**config.mk**
```make
export PLATFORM = sky130hd
export DESIGN_NAME = trap_unit_top
export DESIGN_NICKNAME = d
export VERILOG_FILES = /design/src/trap_pkg.sv /design/src/irq_sampler.sv /design/src/trap_dispatch.sv /design/src/machine_csrs.sv /design/src/trap_unit_top.sv
export SDC_FILE = /design/constraint.sdc
export NUM_CORES = 1
export LEC_CHECK = 0
export BUFFER_PORTS_ARGS = -buffer_cell sky130_fd_sc_hd__buf_2
export CORE_ASPECT_RATIO = 1.4
export CORE_MARGIN = 4
export CORE_UTILIZATION = 47
export DETAILED_ROUTE_END_ITERATION = 6
export HOLD_SLACK_MARGIN = 0.12
export PLACE_DENSITY = 0.76
export SLEW_MARGIN = 20
export SYNTH_ARGS = -nofsm -noshare
export SYNTH_HDL_FRONTEND = slang
export SYNTH_SLANG_ARGS = --single-unit
```
**constraint.sdc**
```tcl
create_clock -name clk -period 2.6 [get_ports clk]
set_input_delay 0.26 -clock clk [delete_from_list [all_inputs] [get_ports clk]]
set_output_delay 0.26 -clock clk [all_outputs]
set_load 0.02 [all_outputs]
```
**src/trap_pkg.sv**
```systemverilog
// Shared widths, privilege levels, CSR addresses and trap causes; imported by the trap unit RTL and testbench.
`default_nettype none

package trap_pkg;

    // One data word, used for CSR data, addresses and instructions.
    typedef logic [31:0] xlen_t;
    // Instruction address without bit 0.
    typedef logic [31:1] pc_t;
    typedef logic [11:0] csr_addr_t;
    // One bit per interrupt number.
    typedef logic [31:0] irq_vec_t;
    // Number field of mcause.
    typedef logic [4:0] cause_t;
    // Synchronous trap code from retirement.
    typedef logic [3:0] exc_code_t;

    // Only M and U are implemented.
    typedef enum logic [1:0] {
        PRIV_U = 2'd0,
        PRIV_M = 2'd3
    } priv_t;

    // Machine CSR addresses.
    localparam csr_addr_t CSR_MSTATUS    = 12'h300;
    localparam csr_addr_t CSR_MISA       = 12'h301;
    localparam csr_addr_t CSR_MEDELEG    = 12'h302;
    localparam csr_addr_t CSR_MIDELEG    = 12'h303;
    localparam csr_addr_t CSR_MIE        = 12'h304;
    localparam csr_addr_t CSR_MTVEC      = 12'h305;
    localparam csr_addr_t CSR_MSTATUSH   = 12'h310;
    localparam csr_addr_t CSR_MSCRATCH   = 12'h340;
    localparam csr_addr_t CSR_MEPC       = 12'h341;
    localparam csr_addr_t CSR_MCAUSE     = 12'h342;
    localparam csr_addr_t CSR_MTVAL      = 12'h343;
    localparam csr_addr_t CSR_MIP        = 12'h344;
    localparam csr_addr_t CSR_MVENDORID  = 12'hf11;
    localparam csr_addr_t CSR_MARCHID    = 12'hf12;
    localparam csr_addr_t CSR_MIMPID     = 12'hf13;
    localparam csr_addr_t CSR_MHARTID    = 12'hf14;
    localparam csr_addr_t CSR_MCONFIGPTR = 12'hf15;

    // Synchronous trap causes.
    localparam exc_code_t ECAUSE_IALIGN   = 4'd0;
    localparam exc_code_t ECAUSE_IACCESS  = 4'd1;
    localparam exc_code_t ECAUSE_IILLEGAL = 4'd2;
    localparam exc_code_t ECAUSE_EBREAK   = 4'd3;
    localparam exc_code_t ECAUSE_LALIGN   = 4'd4;
    localparam exc_code_t ECAUSE_LACCESS  = 4'd5;
    localparam exc_code_t ECAUSE_SALIGN   = 4'd6;
    localparam exc_code_t ECAUSE_SACCESS  = 4'd7;
    localparam exc_code_t ECAUSE_U_ECALL  = 4'd8;
    localparam exc_code_t ECAUSE_S_ECALL  = 4'd9;
    localparam exc_code_t ECAUSE_M_ECALL  = 4'd11;
    localparam exc_code_t ECAUSE_IPAGE    = 4'd12;
    localparam exc_code_t ECAUSE_LPAGE    = 4'd13;
    localparam exc_code_t ECAUSE_SPAGE    = 4'd15;

    // Bit positions inside mstatus.
    localparam int MSTATUS_MIE_BIT  = 3;
    localparam int MSTATUS_MPIE_BIT = 7;
    localparam int MSTATUS_MPP_LO   = 11;
    localparam int MSTATUS_MPP_HI   = 12;
    localparam int MSTATUS_MPRV_BIT = 17;

    // Interrupt numbers.
    localparam int IRQ_TIMER  = 7;
    localparam int IRQ_EXT_LO = 16;

    // Edges MIE must have been set before interrupts are taken.
    localparam int MIE_SETTLE = 2;

    // MXL 32, extensions A, C, I and M.
    localparam xlen_t MISA_VALUE = 32'h4000_1105;
    localparam xlen_t ARCH_ID    = 32'h0000_0000;
    localparam xlen_t IMP_ID     = 32'h0000_0210;

endpackage

`default_nettype wire

```
**src/irq_sampler.sv**
```systemverilog
// Interrupt sampler; registers the irq lines, masks them with mie and offers the winning cause.
`timescale 1ns/100ps
`default_nettype none

module irq_sampler import trap_pkg::*; (
    input  wire                   clk,
    input  wire                   rst,
    input  wire [31:IRQ_EXT_LO]   irq,
    input  wire                   timer_irq,
    input  wire irq_vec_t         mie_mask,
    input  wire                   status_mie,
    output irq_vec_t              irq_pending,
    output cause_t                irq_cause,
    output logic                  irq_ready
);

    // Line vector before the register.
    irq_vec_t line_vec;
    // Pending and enabled.
    irq_vec_t masked;
    // Recent MIE values, newest in bit 0.
    logic [MIE_SETTLE-1:0] mie_hist;

    // Only the external and timer positions are wired.
    always_comb begin
        line_vec = '0;
        line_vec[31:IRQ_EXT_LO] = irq;
        line_vec[IRQ_TIMER] = timer_irq;
    end

    always_ff @(posedge clk) begin
        if (rst) begin
            irq_pending <= '0;
            mie_hist    <= '0;
        end else begin
            irq_pending <= line_vec;
            mie_hist    <= {mie_hist[MIE_SETTLE-2:0], status_mie};
        end
    end

    assign masked = irq_pending & mie_mask;

    // Lowest number wins, so scan downwards.
    always_comb begin
        irq_cause = '0;
        for (int i = 31; i >= 0; i--) begin
            if (masked[i]) begin
                irq_cause = cause_t'(i);
            end
        end
    end

    // Current MIE too, so a trap that just cleared it blocks a second take.
    assign irq_ready = (irq_cause != '0) && (&mie_hist) && status_mie;

endmodule

`default_nettype wire

```
**src/trap_dispatch.sv**
```systemverilog
// Trap dispatcher; picks interrupt, trap or mret at retirement and holds the current privilege.
`timescale 1ns/100ps
`default_nettype none

module trap_dispatch import trap_pkg::*; #(
    parameter bit has_u_mode = 1'b1
) (
    input  wire             clk,
    input  wire             rst,
    input  wire             retire_valid,
    input  wire             retire_trap,
    input  wire exc_code_t  retire_cause,
    input  wire pc_t        retire_pc,
    input  wire xlen_t      retire_vaddr,
    input  wire xlen_t      retire_insn,
    input  wire             mret,
    input  wire cause_t     irq_cause,
    input  wire             irq_ready,
    input  wire priv_t      mpp,
    input  wire             mprv,
    output logic            trap_fire,
    output logic            trap_is_irq,
    output cause_t          trap_cause,
    output pc_t             trap_epc,
    output xlen_t           trap_tval,
    output logic            ret_fire,
    output priv_t           cur_priv,
    output priv_t           data_priv
);

    logic irq_take;
    logic exc_take;

    // Interrupt beats trap, trap beats mret.
    assign irq_take    = retire_valid && irq_ready;
    assign exc_take    = retire_valid && retire_trap && !irq_take;
    assign trap_fire   = irq_take || exc_take;
    assign trap_is_irq = irq_take;
    assign ret_fire    = retire_valid && mret && !trap_fire;

    assign trap_cause = irq_take ? irq_cause : {1'b0, retire_cause};
    assign trap_epc   = retire_pc;

    // mtval source per cause.
    always_comb begin
        trap_tval = '0;
        if (!irq_take) begin
            case (retire_cause)
                ECAUSE_IALIGN, ECAUSE_IACCESS, ECAUSE_IPAGE:
                    trap_tval = {retire_pc, 1'b0};
                ECAUSE_IILLEGAL:
                    trap_tval = retire_insn;
                ECAUSE_LALIGN, ECAUSE_LACCESS, ECAUSE_SALIGN, ECAUSE_SACCESS,
                ECAUSE_LPAGE, ECAUSE_SPAGE:
                    trap_tval = retire_vaddr;
                default:
                    trap_tval = '0;
            endcase
        end
    end

    generate
        if (has_u_mode) begin : g_priv_u
            // Traps enter M, mret drops to MPP.
            always_ff @(posedge clk) begin
                if (rst) begin
                    cur_priv <= PRIV_M;
                end else if (trap_fire) begin
                    cur_priv <= PRIV_M;
                end else if (ret_fire) begin
                    cur_priv <= mpp;
                end
            end
        end else begin : g_priv_m
            // Machine mode only.
            assign cur_priv = PRIV_M;
        end
    endgenerate

    // Loads and stores run at MPP while MPRV is set.
    assign data_priv = mprv ? mpp : cur_priv;

endmodule

`default_nettype wire

```
**src/machine_csrs.sv**
```systemverilog
// Machine CSR file; holds trap state, decodes CSR reads and applies trap, return and write updates.
`timescale 1ns/100ps
`default_nettype none

module machine_csrs import trap_pkg::*; #(
    parameter xlen_t hartid     = 32'h0000_0000,
    parameter bit    has_u_mode = 1'b1
) (
    input  wire             clk,
    input  wire             rst,
    input  wire csr_addr_t  csr_addr,
    input  wire             csr_we,
    input  wire xlen_t      csr_wdata,
    input  wire             trap_fire,
    input  wire             trap_is_irq,
    input  wire cause_t     trap_cause,
    input  wire pc_t        trap_epc,
    input  wire xlen_t      trap_tval,
    input  wire             ret_fire,
    input  wire priv_t      cur_priv,
    input  wire irq_vec_t   irq_pending,
    output xlen_t           csr_rdata,
    output logic            csr_exists,
    output logic            csr_rdonly,
    output irq_vec_t        mie_mask,
    output logic            status_mie,
    output priv_t           mpp,
    output logic            mprv,
    output xlen_t           trap_vector,
    output pc_t             ret_epc
);

    // mstatus.MPIE.
    logic           status_mpie;
    // mtvec in direct mode only.
    logic [31:2]    mtvec;
    xlen_t          mscratch;
    pc_t            mepc;
    // mcause split into interrupt flag and number.
    logic           mcause_int;
    cause_t         mcause_no;
    xlen_t          mtval;

    // Composed read views.
    xlen_t          mstatus_view;
    xlen_t          mcause_view;
    xlen_t          mip_view;

    // Software writes lose against trap and return.
    logic           sw_we;

    assign sw_we = csr_we && !trap_fire && !ret_fire;

    always_comb begin
        mstatus_view = '0;
        mstatus_view[MSTATUS_MIE_BIT] = status_mie;
        mstatus_view[MSTATUS_MPIE_BIT] = status_mpie;
        mstatus_view[MSTATUS_MPP_HI:MSTATUS_MPP_LO] = mpp;
        mstatus_view[MSTATUS_MPRV_BIT] = mprv;
    end

    assign mcause_view = {mcause_int, 26'd0, mcause_no};
    // Only enabled interrupts show as pending.
    assign mip_view    = irq_pending & mie_mask;

    assign trap_vector = {mtvec, 2'b00};
    assign ret_epc     = mepc;

    // Read decode is combinational from csr_addr.
    always_comb begin
        csr_exists = 1'b1;
        csr_rdonly = 1'b0;
        csr_rdata  = '0;
        case (csr_addr)
            CSR_MSTATUS:   csr_rdata = mstatus_view;
            CSR_MISA:      csr_rdata = MISA_VALUE;
            CSR_MEDELEG:   csr_rdata = '0;
            CSR_MIDELEG:   csr_rdata = '0;
            CSR_MIE:       csr_rdata = mie_mask;
            CSR_MTVEC:     csr_rdata = {mtvec, 2'b00};
            CSR_MSTATUSH:  csr_rdata = '0;
            CSR_MSCRATCH:  csr_rdata = mscratch;
            CSR_MEPC:      csr_rdata = {mepc, 1'b0};
            CSR_MCAUSE:    csr_rdata = mcause_view;
            CSR_MTVAL:     csr_rdata = mtval;
            CSR_MIP:       csr_rdata = mip_view;
            // Identity registers.
            CSR_MVENDORID: begin
                csr_rdonly = 1'b1;
                csr_rdata  = '0;
            end
            CSR_MARCHID: begin
                csr_rdonly = 1'b1;
                csr_rdata  = ARCH_ID;
            end
            CSR_MIMPID: begin
                csr_rdonly = 1'b1;
                csr_rdata  = IMP_ID;
            end
            CSR_MHARTID: begin
                csr_rdonly = 1'b1;
                csr_rdata  = hartid;
            end
            CSR_MCONFIGPTR: begin
                csr_rdonly = 1'b1;
                csr_rdata  = '0;
            end
            default: begin
                csr_exists = 1'b0;
            end
        endcase
    end

    // Core trap state.
    always_ff @(posedge clk) begin
        if (rst) begin
            status_mie  <= 1'b0;
            status_mpie <= 1'b0;
            mie_mask    <= '0;
            mtvec       <= '0;
            mepc        <= '0;
            mcause_int  <= 1'b0;
            mcause_no   <= '0;
            mtval       <= '0;
        end else if (trap_fire) begin
            // Stack MIE and record the trap.
            status_mpie <= status_mie;
            status_mie  <= 1'b0;
            mcause_int  <= trap_is_irq;
            mcause_no   <= trap_cause;
            mepc        <= trap_epc;
            mtval       <= trap_tval;
        end else if (ret_fire) begin
            status_mie <= status_mpie;
        end else if (sw_we) begin
            case (csr_addr)
                CSR_MSTATUS: begin
                    status_mie  <= csr_wdata[MSTATUS_MIE_BIT];
                    status_mpie <= csr_wdata[MSTATUS_MPIE_BIT];
                end
                CSR_MIE:    mie_mask <= csr_wdata;
                CSR_MTVEC:  mtvec <= csr_wdata[31:2];
                CSR_MEPC:   mepc <= csr_wdata[31:1];
                CSR_MCAUSE: begin
                    mcause_int <= csr_wdata[31];
                    mcause_no  <= csr_wdata[4:0];
                end
                CSR_MTVAL:  mtval <= csr_wdata;
                default: begin
                end
            endcase
        end
    end

    // Scratch holds software data only.
    always_ff @(posedge clk) begin
        if (sw_we && csr_addr == CSR_MSCRATCH) begin
            mscratch <= csr_wdata;
        end
    end

    generate
        if (has_u_mode) begin : g_status_u
            // mstatus reads zero after reset.
            always_ff @(posedge clk) begin
                if (rst) begin
                    mpp  <= PRIV_U;
                    mprv <= 1'b0;
                end else if (trap_fire) begin
                    mpp <= cur_priv;
                end else if (ret_fire) begin
                    // MPRV survives only a return to M.
                    mprv <= mprv && (mpp == PRIV_M);
                end else if (sw_we && csr_addr == CSR_MSTATUS) begin
                    // Unsupported levels fold onto M.
                    if (csr_wdata[MSTATUS_MPP_HI:MSTATUS_MPP_LO] != 2'b00) begin
                        mpp <= PRIV_M;
                    end else begin
                        mpp <= PRIV_U;
                    end
                    mprv <= csr_wdata[MSTATUS_MPRV_BIT];
                end
            end
        end else begin : g_status_m
            // Without U mode MPP is tied to M.
            assign mpp  = PRIV_M;
            assign mprv = 1'b0;
        end
    endgenerate

endmodule

`default_nettype wire

```
**src/trap_unit_top.sv**
```systemverilog
// Trap unit top level; connects the interrupt sampler, the trap dispatcher and the CSR file.
`timescale 1ns/100ps
`default_nettype none

module trap_unit_top import trap_pkg::*; #(
    parameter xlen_t hartid     = 32'h0000_0000,
    parameter bit    has_u_mode = 1'b1
) (
    input  wire                 clk,
    input  wire                 rst,
    // Interrupt lines.
    input  wire [31:IRQ_EXT_LO] irq,
    input  wire                 timer_irq,
    // CSR access port.
    input  wire csr_addr_t      csr_addr,
    input  wire                 csr_we,
    input  wire xlen_t          csr_wdata,
    output xlen_t               csr_rdata,
    output logic                csr_exists,
    output logic                csr_rdonly,
    // Retirement.
    input  wire                 retire_valid,
    input  wire                 retire_trap,
    input  wire exc_code_t      retire_cause,
    input  wire pc_t            retire_pc,
    input  wire xlen_t          retire_vaddr,
    input  wire xlen_t          retire_insn,
    input  wire                 mret,
    // Control transfer.
    output logic                trap_fire,
    output logic                ret_fire,
    output xlen_t               trap_vector,
    output pc_t                 ret_epc,
    output priv_t               cur_priv,
    output priv_t               data_priv
);

    // Sampler to dispatcher and CSR file.
    irq_vec_t   irq_pending;
    cause_t     irq_cause;
    logic       irq_ready;
    // CSR file state fed back.
    irq_vec_t   mie_mask;
    logic       status_mie;
    priv_t      mpp;
    logic       mprv;
    // Trap record for the CSR file.
    logic       trap_is_irq;
    cause_t     trap_cause;
    pc_t        trap_epc;
    xlen_t      trap_tval;

    irq_sampler u_sampler (
        .clk         (clk),
        .rst         (rst),
        .irq         (irq),
        .timer_irq   (timer_irq),
        .mie_mask    (mie_mask),
        .status_mie  (status_mie),
        .irq_pending (irq_pending),
        .irq_cause   (irq_cause),
        .irq_ready   (irq_ready)
    );

    trap_dispatch #(
        .has_u_mode (has_u_mode)
    ) u_dispatch (
        .clk          (clk),
        .rst          (rst),
        .retire_valid (retire_valid),
        .retire_trap  (retire_trap),
        .retire_cause (retire_cause),
        .retire_pc    (retire_pc),
        .retire_vaddr (retire_vaddr),
        .retire_insn  (retire_insn),
        .mret         (mret),
        .irq_cause    (irq_cause),
        .irq_ready    (irq_ready),
        .mpp          (mpp),
        .mprv         (mprv),
        .trap_fire    (trap_fire),
        .trap_is_irq  (trap_is_irq),
        .trap_cause   (trap_cause),
        .trap_epc     (trap_epc),
        .trap_tval    (trap_tval),
        .ret_fire     (ret_fire),
        .cur_priv     (cur_priv),
        .data_priv    (data_priv)
    );

    machine_csrs #(
        .hartid     (hartid),
        .has_u_mode (has_u_mode)
    ) u_csrs (
        .clk         (clk),
        .rst         (rst),
        .csr_addr    (csr_addr),
        .csr_we      (csr_we),
        .csr_wdata   (csr_wdata),
        .trap_fire   (trap_fire),
        .trap_is_irq (trap_is_irq),
        .trap_cause  (trap_cause),
        .trap_epc    (trap_epc),
        .trap_tval   (trap_tval),
        .ret_fire    (ret_fire),
        .cur_priv    (cur_priv),
        .irq_pending (irq_pending),
        .csr_rdata   (csr_rdata),
        .csr_exists  (csr_exists),
        .csr_rdonly  (csr_rdonly),
        .mie_mask    (mie_mask),
        .status_mie  (status_mie),
        .mpp         (mpp),
        .mprv        (mprv),
        .trap_vector (trap_vector),
        .ret_epc     (ret_epc)
    );

endmodule

`default_nettype wire

```
==> run_results.csv <==
group,metric,value,unit
cts,clkLatencyLatePin,0.44,ns
cts,cts_sinks,189,
placed_design,dpl.cell_count,1602,
drt,route.detailed.wl_per_inst,21.9,um
yosys,synth_top_area_share,33.8,%
setup_path,endpoint_kind,"primary output",
yosys,syn_avg_cell_area,8.24,um2
yosys,synth_edf_count,32,
yosys,netlist_top_cells_count,"nand2_1 (311), dfxtp_1 (157), a21oi_1 (130), clkbuf_1 (53), nor2_1 (50)",
placed_design,finalWeightedCongestion,0.941,
setup_path,crit_arrival,2.23,ns
cells_and_area,fin_cells,1693,
timing,rsz0062_at_grt,"false",
yosys,ys_types,64,
drt,wirelength,37.0,mm
timing,fin_skew,0.0125,ns
cells_and_area,fin_area,12300,um2
placed_design,portBuffers,266,
timing,fin_setup_tns,0,ns
cells_and_area,fin_nets,1597,
cells_and_area,layout-drive-gt1-share,26.6,%
yosys,postSynthCellCount,1127,
cts,cts_tree,"built",
yosys,synth_area,9290,um2
timing,tightest_slew,0.921,ns
yosys,synthTopCellsByArea,"dfxtp_1 (34%), nand2_1 (13%), edfxtp_1 (10%)",
global_routing,grt_pass1_wl,55.9,mm
global_routing,grt.total_usage,32.1,%
setup_path,cp_max_fo,7,
timing,maxSlewViolCount,0,
global_routing,antenna_found_initial,0,
status,status,"finished clean",
timing,final.period_utilization,95.7,%
floorplan,rows,60,
pwr,p_leak,4.78,nW
timing,max_freq,0.402,GHz
drt,via_per_inst,6.19,
yosys,ys_seq_area_share,44.2,%
cts,path_clk_slew,0.07,ns
worst_hold_path,hold_class,"primary input to flip-flop",
floorplan,coreArea,19300,um2
yosys,synth_warnings,0,
placed_design,dp_hpwl,25.7,mm
setup_path,start_kind,"primary input",
yosys,ys_ff_latch,189,
global_routing,grt_max_degree,54,
placed_design,post_dp_cell_area,11000,um2
drt,dr.pass1.iters,6,
global_routing,overflow,0,
setup_path,worstSetupPathType,"primary input to primary output",
cells_and_area,utilization,63.6,%
yosys,synth_most_common_cell,"nand2_1",
timing,period_minus_slack,2.49,ns
pwr,ir_drop,0.479,mV
drt,ant_nets,0,
yosys,synth_top_flop_cell,"dfxtp_1",
setup_path,worstPathRequired,2.34,ns
cts,cts_setup_buffers,0,
drt,vias,10500,
timing,setup_viol,0,
floorplan,die_area,22100,um2
pwr,powerDensity,534,nW/um2
floorplan,die_w,127,um
floorplan,io_pins,269,
floorplan,die_h,174,um
flow_run,maxCapViolCount,0,
drt,drt_iter0_drc,1415,
drt,drc,0,
cts,cts_max_level,4,
cells_and_area,synthToLayoutAreaGrowth,32.1,%
timing,relSlewSlack,38.4,%
floorplan,start_util,48.1,%
yosys,synth_area_leader_cell,"dfxtp_1",
timing,final_hold_viol_count,0,
cts,clockBufferDepth,2,
cts,numCtsBuffers,17,
global_routing,grt_pass1_vias,10400,
cts,root_buffer,"clkbuf_16",
yosys,async_reset_ff_share,0,%
per-stage QoR:
step                      hold slack, ns  total power, W  setup slack (ns)
after floorplan                    0.359         0.00340             0.113
after global placement             0.440         0.00372             0.230
after detailed placement           0.444         0.00372             0.162
after CTS                          0.120         0.00654            0.0905
after global routing               0.128         0.00672            0.0149
final                              0.128         0.00655             0.113
where the power goes:
part / leakage [nW] / internal, W / switching [W] / total (W)
registers: 1.56 / 0.00302 / 0.0000504 / 0.00307
clock network: 0.311 / 0.00163 / 0.00117 / 0.00281
logic: 2.91 / 0.000280 / 0.000391 / 0.000671
total: 4.78 / 0.00494 / 0.00161 / 0.00655
critical path, stage by stage:
cell	delay (ns)
buf_2	0.15
nor4b_4	0.32
nand3b_2	0.30
nor4b_4	0.38
buf_4	0.24
a21oi_1	0.11
o211ai_1	0.24
buf_2	0.22
final cells by class:
class / instances / area [um2]
tap: 248 / 310
inverter: 18 / 70.1
timing repair buffer: 383 / 2470
antenna: 1 / 2.50
sequential: 189 / 4100
fill: 1616 / 7030
multi-input combinational: 822 / 4680
clock buffer: 21 / 482
clock inverter: 11 / 151
logic make-up after synthesis:
family / Yosys count / synth area share, %
mux: 14 / 1.56
flops: 189 / 44.2
other cells: 1 / 0.0404
simple gates: 472 / 22.5
buf+inv: 117 / 6.10
compound gates: 334 / 25.6
final timing paths:
kind / from / slack (ns) / depth (start not counted) / to
worst max register to register: u_sampler.irq_pending[18]$_SDFF_PP0_ / 0.28 / 8 / u_csrs.mtval[11]$_SDFFE_PP0P_
worst max-delay path: csr_addr[4] / 0.11 / 8 / csr_rdata[21]
worst min register to register: u_csrs.mtval[14]$_SDFFE_PP0P_ / 0.46 / 2 / u_csrs.mtval[14]$_SDFFE_PP0P_
worst min-delay path: retire_pc[9] / 0.13 / 3 / u_csrs.ret_epc[9]$_SDFFE_PP0P_
registers in the layout, summed over array words and instances, names as in the netlist, 2 cells and up:
| signal | count |
|---|---|
| u_csrs.mtvec | 30 |
| u_csrs.mtval | 32 |
| u_csrs.ret_epc | 31 |
| u_csrs.mcause_no | 5 |
| u_sampler.irq_pending | 17 |
| u_csrs.mpp | 2 |
| u_csrs.mie_mask | 32 |
| u_csrs.mscratch | 32 |
| u_dispatch.cur_priv | 2 |
| u_sampler.mie_hist | 2 |
per-layer routing:
metal | vias to the layer above | global-route usage (%) | share of wire, %
met4 | 0 | 17.4 | 5.4
met3 | 146 | 5.10 | 9.4
met5 | - | 0 | 0
met2 | 715 | 54.2 | 49
li1 | 4740 | - | -
met1 | 4885 | 38.9 | 36
cells in the final DEF, fill, tap and decap left out, types with 4 or more instances in the layout:
| master | count |
|---|---|
| buf_12 | 9 |
| edfxtp_1 | 32 |
| buf_2 | 265 |
| a22o_1 | 4 |
| a32o_1 | 4 |
| dlygate4sd3_1 | 58 |
| inv_1 | 17 |
| nand3_1 | 45 |
| dfxtp_1 | 157 |
| mux2_2 | 4 |
| o211ai_1 | 20 |
| a22oi_1 | 16 |
| nor3_1 | 7 |
| nor2_1 | 49 |
| buf_4 | 51 |
| o2111ai_1 | 32 |
| o21ai_0 | 11 |
| nor2b_1 | 23 |
| a221oi_1 | 37 |
| clkbuf_16 | 18 |
| a21oi_1 | 129 |
| a311oi_1 | 32 |
| nand2_1 | 310 |
| a222oi_1 | 24 |
| mux2i_1 | 10 |
what timing repair did:
| item | 4_1_cts | 5_1_grt |
|---|---|---|
| endpoints found under the hold margin | 104 | 0 |
| setup endpoints to repair | 0 | 1 |
| hold buffers | 58 | 0 |
| resized for setup | 0 | 1 |
Note: power is estimated with default switching activity, not from simulation.
